File: src/logic/fetch_pkg.sv
package fetch_pkg;

    // --------------------------------------------------
    // widths
    // --------------------------------------------------
    // address and instruction width of the core
    localparam int XLEN = 32;

    // byte step between two sequential fetches
    // one uncompressed instruction per fetch
    localparam int INSTR_BYTES = 4;

    // fetch queue sizing
    localparam int QUEUE_DEPTH = 4;
    // pointer width into the queue storage
    localparam int QUEUE_PTR_W = (QUEUE_DEPTH > 1) ? $clog2(QUEUE_DEPTH) : 1;

    // --------------------------------------------------
    // opcodes
    // --------------------------------------------------
    // major opcodes in instr[6:0] that predecode looks at
    localparam logic [6:0] OPC_JAL    = 7'b1101111;
    localparam logic [6:0] OPC_BRANCH = 7'b1100011;

    // --------------------------------------------------
    // types
    // --------------------------------------------------
    typedef logic [XLEN-1:0] addr_t;
    typedef logic [31:0]     instr_t;

    // one predecoded instruction on its way to the back end
    // pred_target holds the predicted next pc
    // which is pc + 4 when the instruction is not predicted taken
    typedef struct packed {
        addr_t  pc;
        instr_t instr;
        logic   pred_taken;
        addr_t  pred_target;
    } fetch_entry_t;

endpackage

File: src/logic/fetch_entry_if.sv
// producer to queue link for predecoded fetch entries
interface fetch_entry_if;
    import fetch_pkg::*;

    // entry offered by predecode this cycle
    logic         valid;
    // payload of the offered entry
    fetch_entry_t entry;
    // queue has no free slot
    // an entry offered while full is dropped and replayed
    logic         full;

    // predecode side
    modport src (
        output valid,
        output entry,
        input  full
    );

    // queue side
    modport dst (
        input  valid,
        input  entry,
        output full
    );

endinterface

File: src/logic/branch_predecode.sv
module branch_predecode (
    input  logic               clk_i,
    input  logic               rst_ni,
    // address of the request issued this cycle
    input  fetch_pkg::addr_t   imem_addr_i,
    input  logic               imem_rvalid_i,
    input  fetch_pkg::instr_t  imem_rdata_i,
    input  logic               kill_i,
    // static prediction back to pc_gen
    output logic               pred_taken_o,
    output fetch_pkg::addr_t   pred_target_o,
    output logic               replay_o,
    output fetch_pkg::addr_t   replay_addr_o,
    fetch_entry_if.src         q
);
    import fetch_pkg::*;

    // pc of the outstanding request
    addr_t      resp_pc_q;
    logic [6:0] opcode;
    logic       is_jal;
    logic       is_branch;
    addr_t      jal_imm;
    addr_t      br_imm;
    addr_t      imm;
    logic       taken;
    addr_t      target;

    // --------------------------------------------------
    // response capture
    // --------------------------------------------------
    // memory answers one cycle after the request
    // so the address of last cycle is the pc of this response
    always_ff @(posedge clk_i or negedge rst_ni) begin
        if (!rst_ni) begin
            resp_pc_q <= '0;
        end else begin
            resp_pc_q <= imem_addr_i;
        end
    end

    // --------------------------------------------------
    // branch scan
    // --------------------------------------------------
    assign opcode    = imem_rdata_i[6:0];
    assign is_jal    = (opcode == OPC_JAL);
    assign is_branch = (opcode == OPC_BRANCH);

    // j-type immediate, sign extended
    assign jal_imm = {{(XLEN-20){imem_rdata_i[31]}}, imem_rdata_i[19:12],
                      imem_rdata_i[20], imem_rdata_i[30:21], 1'b0};
    // b-type immediate, sign extended
    assign br_imm  = {{(XLEN-12){imem_rdata_i[31]}}, imem_rdata_i[7],
                      imem_rdata_i[30:25], imem_rdata_i[11:8], 1'b0};

    assign imm = is_jal ? jal_imm : br_imm;

    // jal always taken
    // conditional branch taken when the offset points backwards
    assign taken  = is_jal | (is_branch & br_imm[XLEN-1]);
    assign target = taken ? (resp_pc_q + imm) : (resp_pc_q + addr_t'(INSTR_BYTES));

    // --------------------------------------------------
    // push to the queue
    // --------------------------------------------------
    // a response in a redirect cycle is stale and discarded
    assign q.valid             = imem_rvalid_i & ~kill_i;
    assign q.entry.pc          = resp_pc_q;
    assign q.entry.instr       = imem_rdata_i;
    assign q.entry.pred_taken  = taken;
    assign q.entry.pred_target = target;

    // prediction only counts for an entry that actually goes in
    assign pred_taken_o  = q.valid & ~q.full & taken;
    assign pred_target_o = target;

    // queue full, refetch this pc once there is room
    // not gated by kill, pc_gen lets the later redirects win anyway
    assign replay_o      = imem_rvalid_i & q.full;
    assign replay_addr_o = resp_pc_q;

endmodule

File: src/logic/fetch_queue.sv
module fetch_queue #(
    parameter type entry_t = fetch_pkg::fetch_entry_t
) (
    input  logic        clk_i,
    input  logic        rst_ni,
    // drop everything buffered
    input  logic        flush_i,
    // back end side
    input  logic        ready_i,
    output logic        valid_o,
    output entry_t      data_o,
    // producer side
    fetch_entry_if.dst  q
);
    import fetch_pkg::*;

    // entry storage
    entry_t                 mem_q [QUEUE_DEPTH];
    logic [QUEUE_PTR_W-1:0] wr_ptr_q;
    logic [QUEUE_PTR_W-1:0] rd_ptr_q;
    logic [QUEUE_PTR_W:0]   count_q;
    logic                   push;
    logic                   pop;

    // --------------------------------------------------
    // status
    // --------------------------------------------------
    assign q.full  = (count_q == (QUEUE_PTR_W + 1)'(QUEUE_DEPTH));
    assign valid_o = (count_q != '0);
    assign data_o  = mem_q[rd_ptr_q];

    // an offered entry is written only when there is room
    assign push = q.valid & ~q.full & ~flush_i;
    assign pop  = valid_o & ready_i & ~flush_i;

    // --------------------------------------------------
    // pointers and count
    // --------------------------------------------------
    always_ff @(posedge clk_i or negedge rst_ni) begin
        if (!rst_ni) begin
            wr_ptr_q <= '0;
            rd_ptr_q <= '0;
            count_q  <= '0;
        end else if (flush_i) begin
            wr_ptr_q <= '0;
            rd_ptr_q <= '0;
            count_q  <= '0;
        end else begin
            if (push) begin
                // wrap at the last slot
                wr_ptr_q <= (wr_ptr_q == QUEUE_PTR_W'(QUEUE_DEPTH - 1)) ? '0 : wr_ptr_q + 1'b1;
            end
            if (pop) begin
                rd_ptr_q <= (rd_ptr_q == QUEUE_PTR_W'(QUEUE_DEPTH - 1)) ? '0 : rd_ptr_q + 1'b1;
            end
            // simultaneous push and pop leave the count
            if (push && !pop) begin
                count_q <= count_q + 1'b1;
            end else if (pop && !push) begin
                count_q <= count_q - 1'b1;
            end
        end
    end

    // write port
    always_ff @(posedge clk_i) begin
        if (push) begin
            mem_q[wr_ptr_q] <= q.entry;
        end
    end

endmodule

File: src/logic/frontend_top.sv
module frontend_top (
    input  logic                    clk_i,
    input  logic                    rst_ni,
    input  fetch_pkg::addr_t        boot_addr_i,
    // instruction memory
    output logic                    imem_req_o,
    output fetch_pkg::addr_t        imem_addr_o,
    input  logic                    imem_rvalid_i,
    input  fetch_pkg::instr_t       imem_rdata_i,
    // back end control
    input  logic                    flush_i,
    input  logic                    resolve_mispredict_i,
    input  fetch_pkg::addr_t        resolve_target_i,
    input  logic                    eret_i,
    input  fetch_pkg::addr_t        epc_i,
    input  logic                    ex_valid_i,
    input  fetch_pkg::addr_t        trap_vector_base_i,
    input  logic                    set_pc_commit_i,
    input  fetch_pkg::addr_t        pc_commit_i,
    // to the back end
    output logic                    fetch_valid_o,
    output fetch_pkg::fetch_entry_t fetch_entry_o,
    input  logic                    fetch_ready_i
);
    import fetch_pkg::*;

    // --------------------------------------------------
    // internal wires
    // --------------------------------------------------
    logic  pred_taken;
    addr_t pred_target;
    logic  replay;
    addr_t replay_addr;
    logic  kill;

    // predecode to queue
    fetch_entry_if fetch_if ();

    pc_gen pc_gen_inst (
        .clk_i                (clk_i),
        .rst_ni               (rst_ni),
        .boot_addr_i          (boot_addr_i),
        .pred_taken_i         (pred_taken),
        .pred_target_i        (pred_target),
        .replay_i             (replay),
        .replay_addr_i        (replay_addr),
        .queue_full_i         (fetch_if.full),
        .flush_i              (flush_i),
        .resolve_mispredict_i (resolve_mispredict_i),
        .resolve_target_i     (resolve_target_i),
        .eret_i               (eret_i),
        .epc_i                (epc_i),
        .ex_valid_i           (ex_valid_i),
        .trap_vector_base_i   (trap_vector_base_i),
        .set_pc_commit_i      (set_pc_commit_i),
        .pc_commit_i          (pc_commit_i),
        .imem_req_o           (imem_req_o),
        .imem_addr_o          (imem_addr_o),
        .kill_o               (kill)
    );

    branch_predecode branch_predecode_inst (
        .clk_i         (clk_i),
        .rst_ni        (rst_ni),
        .imem_addr_i   (imem_addr_o),
        .imem_rvalid_i (imem_rvalid_i),
        .imem_rdata_i  (imem_rdata_i),
        .kill_i        (kill),
        .pred_taken_o  (pred_taken),
        .pred_target_o (pred_target),
        .replay_o      (replay),
        .replay_addr_o (replay_addr),
        .q             (fetch_if.src)
    );

    fetch_queue #(
        .entry_t (fetch_entry_t)
    ) fetch_queue_inst (
        .clk_i   (clk_i),
        .rst_ni  (rst_ni),
        .flush_i (flush_i),
        .ready_i (fetch_ready_i),
        .valid_o (fetch_valid_o),
        .data_o  (fetch_entry_o),
        .q       (fetch_if.dst)
    );

endmodule

File: src/logic/pc_gen.sv
module pc_gen (
    input  logic             clk_i,
    input  logic             rst_ni,
    input  fetch_pkg::addr_t boot_addr_i,
    // static prediction from the response in flight
    input  logic             pred_taken_i,
    input  fetch_pkg::addr_t pred_target_i,
    // response dropped at a full queue
    input  logic             replay_i,
    input  fetch_pkg::addr_t replay_addr_i,
    input  logic             queue_full_i,
    // back end redirects
    input  logic             flush_i,
    input  logic             resolve_mispredict_i,
    input  fetch_pkg::addr_t resolve_target_i,
    input  logic             eret_i,
    input  fetch_pkg::addr_t epc_i,
    input  logic             ex_valid_i,
    input  fetch_pkg::addr_t trap_vector_base_i,
    input  logic             set_pc_commit_i,
    input  fetch_pkg::addr_t pc_commit_i,
    // memory request
    output logic             imem_req_o,
    output fetch_pkg::addr_t imem_addr_o,
    output logic             kill_o
);
    import fetch_pkg::*;

    // high in the first cycle after reset, selects boot_addr_i
    logic  rst_load_q;
    addr_t npc_d, npc_q;
    addr_t fetch_addr;

    // --------------------------------------------------
    // redirect and request
    // --------------------------------------------------
    // any redirect kills the response in flight
    // and holds off the request for this cycle
    assign kill_o = replay_i | resolve_mispredict_i | eret_i | ex_valid_i
                  | set_pc_commit_i | flush_i;

    assign imem_req_o  = ~queue_full_i & ~kill_o;
    assign imem_addr_o = fetch_addr;

    // --------------------------------------------------
    // next pc selection
    // --------------------------------------------------
    // later sources override earlier ones
    always_comb begin : npc_select
        fetch_addr = rst_load_q ? boot_addr_i : npc_q;
        // taken jal or backward branch just arrived, fetch its target now
        if (pred_taken_i) begin
            fetch_addr = pred_target_i;
        end
        // hold the address while no request goes out
        npc_d = fetch_addr;
        // sequential
        if (imem_req_o) begin
            npc_d = fetch_addr + addr_t'(INSTR_BYTES);
        end
        // refetch what the full queue could not take
        if (replay_i) begin
            npc_d = replay_addr_i;
        end
        if (resolve_mispredict_i) begin
            npc_d = resolve_target_i;
        end
        if (eret_i) begin
            npc_d = epc_i;
        end
        if (ex_valid_i) begin
            npc_d = trap_vector_base_i;
        end
        // restart behind the instruction in commit
        if (set_pc_commit_i) begin
            npc_d = pc_commit_i + addr_t'(INSTR_BYTES);
        end
    end

    always_ff @(posedge clk_i or negedge rst_ni) begin
        if (!rst_ni) begin
            rst_load_q <= 1'b1;
            npc_q      <= '0;
        end else begin
            rst_load_q <= 1'b0;
            npc_q      <= npc_d;
        end
    end

endmodule

File: config.mk
export PLATFORM = sky130hd
export DESIGN_NAME = frontend_top
export DESIGN_NICKNAME = d
export VERILOG_FILES = /design/src/logic/fetch_pkg.sv /design/src/logic/fetch_entry_if.sv /design/src/logic/branch_predecode.sv /design/src/logic/fetch_queue.sv /design/src/logic/frontend_top.sv /design/src/logic/pc_gen.sv
export SDC_FILE = /design/constraint.sdc
export NUM_CORES = 1
export LEC_CHECK = 0
export BUFFER_PORTS_ARGS = -buffer_cell sky130_fd_sc_hd__buf_2
export CORE_MARGIN = 2
export CORE_UTILIZATION = 40
export CTS_CLUSTER_DIAMETER = 200
export DETAILED_ROUTE_END_ITERATION = 8
export GPL_TIMING_DRIVEN = 0
export SLEW_MARGIN = 40
export SYNTH_ARGS = -nofsm -noshare
export SYNTH_HDL_FRONTEND = slang
export SYNTH_SLANG_ARGS = --single-unit
File: constraint.sdc
create_clock -name clk_i -period 15.7 [get_ports clk_i]
set_clock_uncertainty 0.15 [all_clocks]
set_input_delay 3.14 -clock clk_i [delete_from_list [all_inputs] [get_ports clk_i]]
set_output_delay 3.14 -clock clk_i [all_outputs]
set_load 0.03 [all_outputs]
==> impl_metrics.yaml <==
status:
  status: "finished, final reports clean"
clock_tree:
  postCtsSetupBuffers: 0
  htree_num_levels: 2
  cts_buffers: 48
  cts_tree: "built"
  cts.clk_slew.worst_paths_ns: 0.06
  cts_root_buf: "clkbuf_16"
  post_cts_resized: 0
  cts_buffer_depth: 3
  hold_buffers: 0
  clock-sinks: 456
  clk_latency_ns: 0.59
synth:
  avgSynthCellArea_um2: 13.5
  synth_top_area_share_pct: 50.6
  ys_types: 107
  synthArstFlopShare_pct: 15.8
  syn_nets: 1926
  synth_area_mm2: 0.0228
  synthTopCellsByArea: "edfxtp_1 51%, mux4_2 9.5%, dfrtp_1 7.8%"
  synth-warning-count: 0
  netlist_instances: 1682
  ys_seq_area_share_pct: 58.5
  synth_edf_count: 384
  ys_dominant_reg_cell: "edfxtp_1"
  synth.largest_area_cell: "edfxtp_1"
  yosys_register_bits: 456
die:
  rows: 87
  die_width_um: 243
  ioPinCount: 332
  die_area_mm2: 0.0589
  initial_core_util_pct: 40.4
  chipHeight_um: 243
  core_area_mm2: 0.0564
critical_path:
  path_cells: "buf_2 -> and4b_1 -> and3_1 -> clkbuf_1 -> clkbuf_1 -> mux2_2 -> ha_1 -> fa_1 -> nand3_2 -> a211oi_2 -> o211ai_1 -> nand2_1 -> nand3_1 -> a211o_1 -> xnor2_1 -> xnor2_1 -> a21oi_1 -> buf_2"
  path_max_fanout: 10
  path_buf_inv: 4
  setup.worst_path.class: "in2out"
  critPathCaptureType: "output pin"
  cpMaxStageDelayCell: "mux2_2"
  cp_data_required_time_ns: 12.41
  crit_path_start_kind: "input pin"
  r2r_slack_ns: 10.17
  max_stage_delay_ns: 0.44
  cp_data_arrival_time_ns: 7.74
  crit_family: "buffers and inverters"
global_route:
  grt_pass1_vias: 16200
  grt_max_degree: 53
  grt_first_pass_wirelength_mm: 108
  grt_usage_pct: 24.8
  antenna_found_initial: 10
  grt-ovfl-total: 0
pwr:
  p_sw_share_pct: 31.2
  vdd_drop_max_mv: 0.0769
  combPwrFrac_pct: 25.4
  p_per_area_mw_per_mm2: 125
  leakage_nw: 9.81
  p_sw_w: 0.00106
  intPower_w: 0.00234
  seq_power_share_pct: 40.6
  clockPowerShare_pct: 33.9
sta:
  finalHoldViolations: 0
  worstMarginPinSlew_ns: 0.895
  slew-limit-headroom_pct: 40.2
  fin_setup_tns_ns: 0
  min_period_ns: 11.03
  fmax_ghz: 0.0907
  maxSlewViolCount: 0
  finalSetupViolations: 0
  fin_ws_ns: 4.67
  grt_setup_unrepaired: "no"
  fin_crit_sh_pct: 70.3
finish:
  fill_cells: 5141
  multi_input_area_mm2: 0.00889
  final_nets: 2318
  syn_to_final_growth_pct: 19.8
  ff_latch_area_mm2: 0.0133
  num_antenna_cells: 0
  mostFrequentLayoutCell: "edfxtp_1"
  drive_gt1_share_pct: 29.3
  final_cell_mix: "384 x edfxtp_1, 347 x buf_2, 126 x nand2_1"
routing:
  detailedRoute.firstIterationViolations: 1216
  routed_via_density: 5.66
  routed_wl_mm: 73.8
  drc_errors: 0
  post_drt_wl_per_cell_um: 25.8
  dr.pass1.iters: 5
  ant_nets: 0
  num_vias: 16200
run:
  maxCapViolations: 0
placed_design:
  dp_hpwl_mm: 57.0
  place_congestion: 0.891
  io_buffers: 329
  place_ws_ns: 4.67
worst_hold_path:
  min_path_type: "reg2reg"
[registers in the layout, indices dropped and copies added, names as in the netlist]
name and cells:
fetch_queue_inst.mem_q 384, branch_predecode_inst.replay_addr_o 32, pc_gen_inst.npc_q 32, fetch_queue_inst.count_q 3, fetch_queue_inst.rd_ptr_q 2, fetch_queue_inst.wr_ptr_q 2
pc_gen_inst.rst_load_q 1
[power by group through the flow]
stage	clock [W]	sequential, W	combinational (W)
after floorplan	0	0.00139	0.000591
after global placement	0	0.00141	0.000864
after detailed placement	0	0.00141	0.000871
after CTS	0.00118	0.00138	0.000874
after global routing	0.00122	0.00139	0.000932
final	0.00116	0.00139	0.000867
[worst min-delay path: stages (launching register included)]
cell     delay [ns]
dfrtp_1        0.41
nand2_1        0.07
a21oi_1        0.06
[cell usage after synthesis, drive strengths merged, types with 26 or more instances]
library cell	instances
nand2	128
mux4	96
dfrtp	71
nor3	26
edfxtp	384
clkbuf	55
xor2	41
xnor2	63
a21oi	105
nand3	47
mux2i	28
buf	39
nor2	98
o21ai	105
a211oi	33
ha	41
nand4	35
[metal layers]
metal / GRT usage [%] / up-vias / part of all wire, %
li1: - / 7333 / -
met1: 32.5 / 8065 / 42
met2: 41.7 / 686 / 48
met3: 5.73 / 114 / 7.2
met4: 6.51 / 18 / 2.6
met5: 0 / - / 0.16
[final timing paths]
check	start	end	depth (start not counted)
min in group asynchronous	rst_ni	pc_gen_inst.npc_q[31]	1
setup / recovery	imem_rdata_i[4]	imem_addr_o[31]	18
hold reg to reg	fetch_queue_inst.wr_ptr_q[1]	fetch_queue_inst.wr_ptr_q[1]	2
hold / removal	fetch_queue_inst.wr_ptr_q[1]	fetch_queue_inst.wr_ptr_q[1]	2
setup reg to reg	pc_gen_inst.rst_load_q	pc_gen_inst.npc_q[30]	16
max in group asynchronous	rst_ni	pc_gen_inst.rst_load_q	2
[kinds of logic after synthesis]
group / after synthesis / synth area share, %
buffers and inverters: 118 / 2.54
adder cells (fa/ha/maj): 43 / 2.43
other: 1 / 0.0165
AO/OA/AOI/OAI: 365 / 10.6
AND/OR/NAND/NOR: 459 / 10.6
flip-flops: 456 / 58.5
XOR/XNOR: 104 / 4.03
multiplexers: 136 / 11.3
[through the flow]
| step | hold slack (ns) | power [W] | instances | utilization (%) | instance area (µm²) |
|---|---|---|---|---|---|
| detailed placement | 0.419 | 0.00228 | 2780 | 45.6 | 25700 |
| global placement | 0.383 | 0.00227 | 2767 | 45.0 | 25400 |
| global route | 0.465 | 0.00354 | 2864 | 48.4 | 27300 |
| CTS | 0.428 | 0.00344 | 2864 | 48.4 | 27300 |
| floorplan | 0.346 | 0.00198 | 1682 | - | 22800 |
| finish | 0.427 | 0.00341 | 2864 | 48.4 | 27300 |
[final cells by class]
type | instances | share of cell area (%)
flip-flops and latches | 456 | 48.9
plain buffers | 94 | 1.85
well taps | 756 | 3.47
clock inverters | 28 | 1.31
clock buffers | 56 | 4.55
repair buffers | 342 | 7.04
multi-input cells | 1108 | 32.6
inverters | 24 | 0.330
Note: power is estimated with default switching activity, not from simulation.
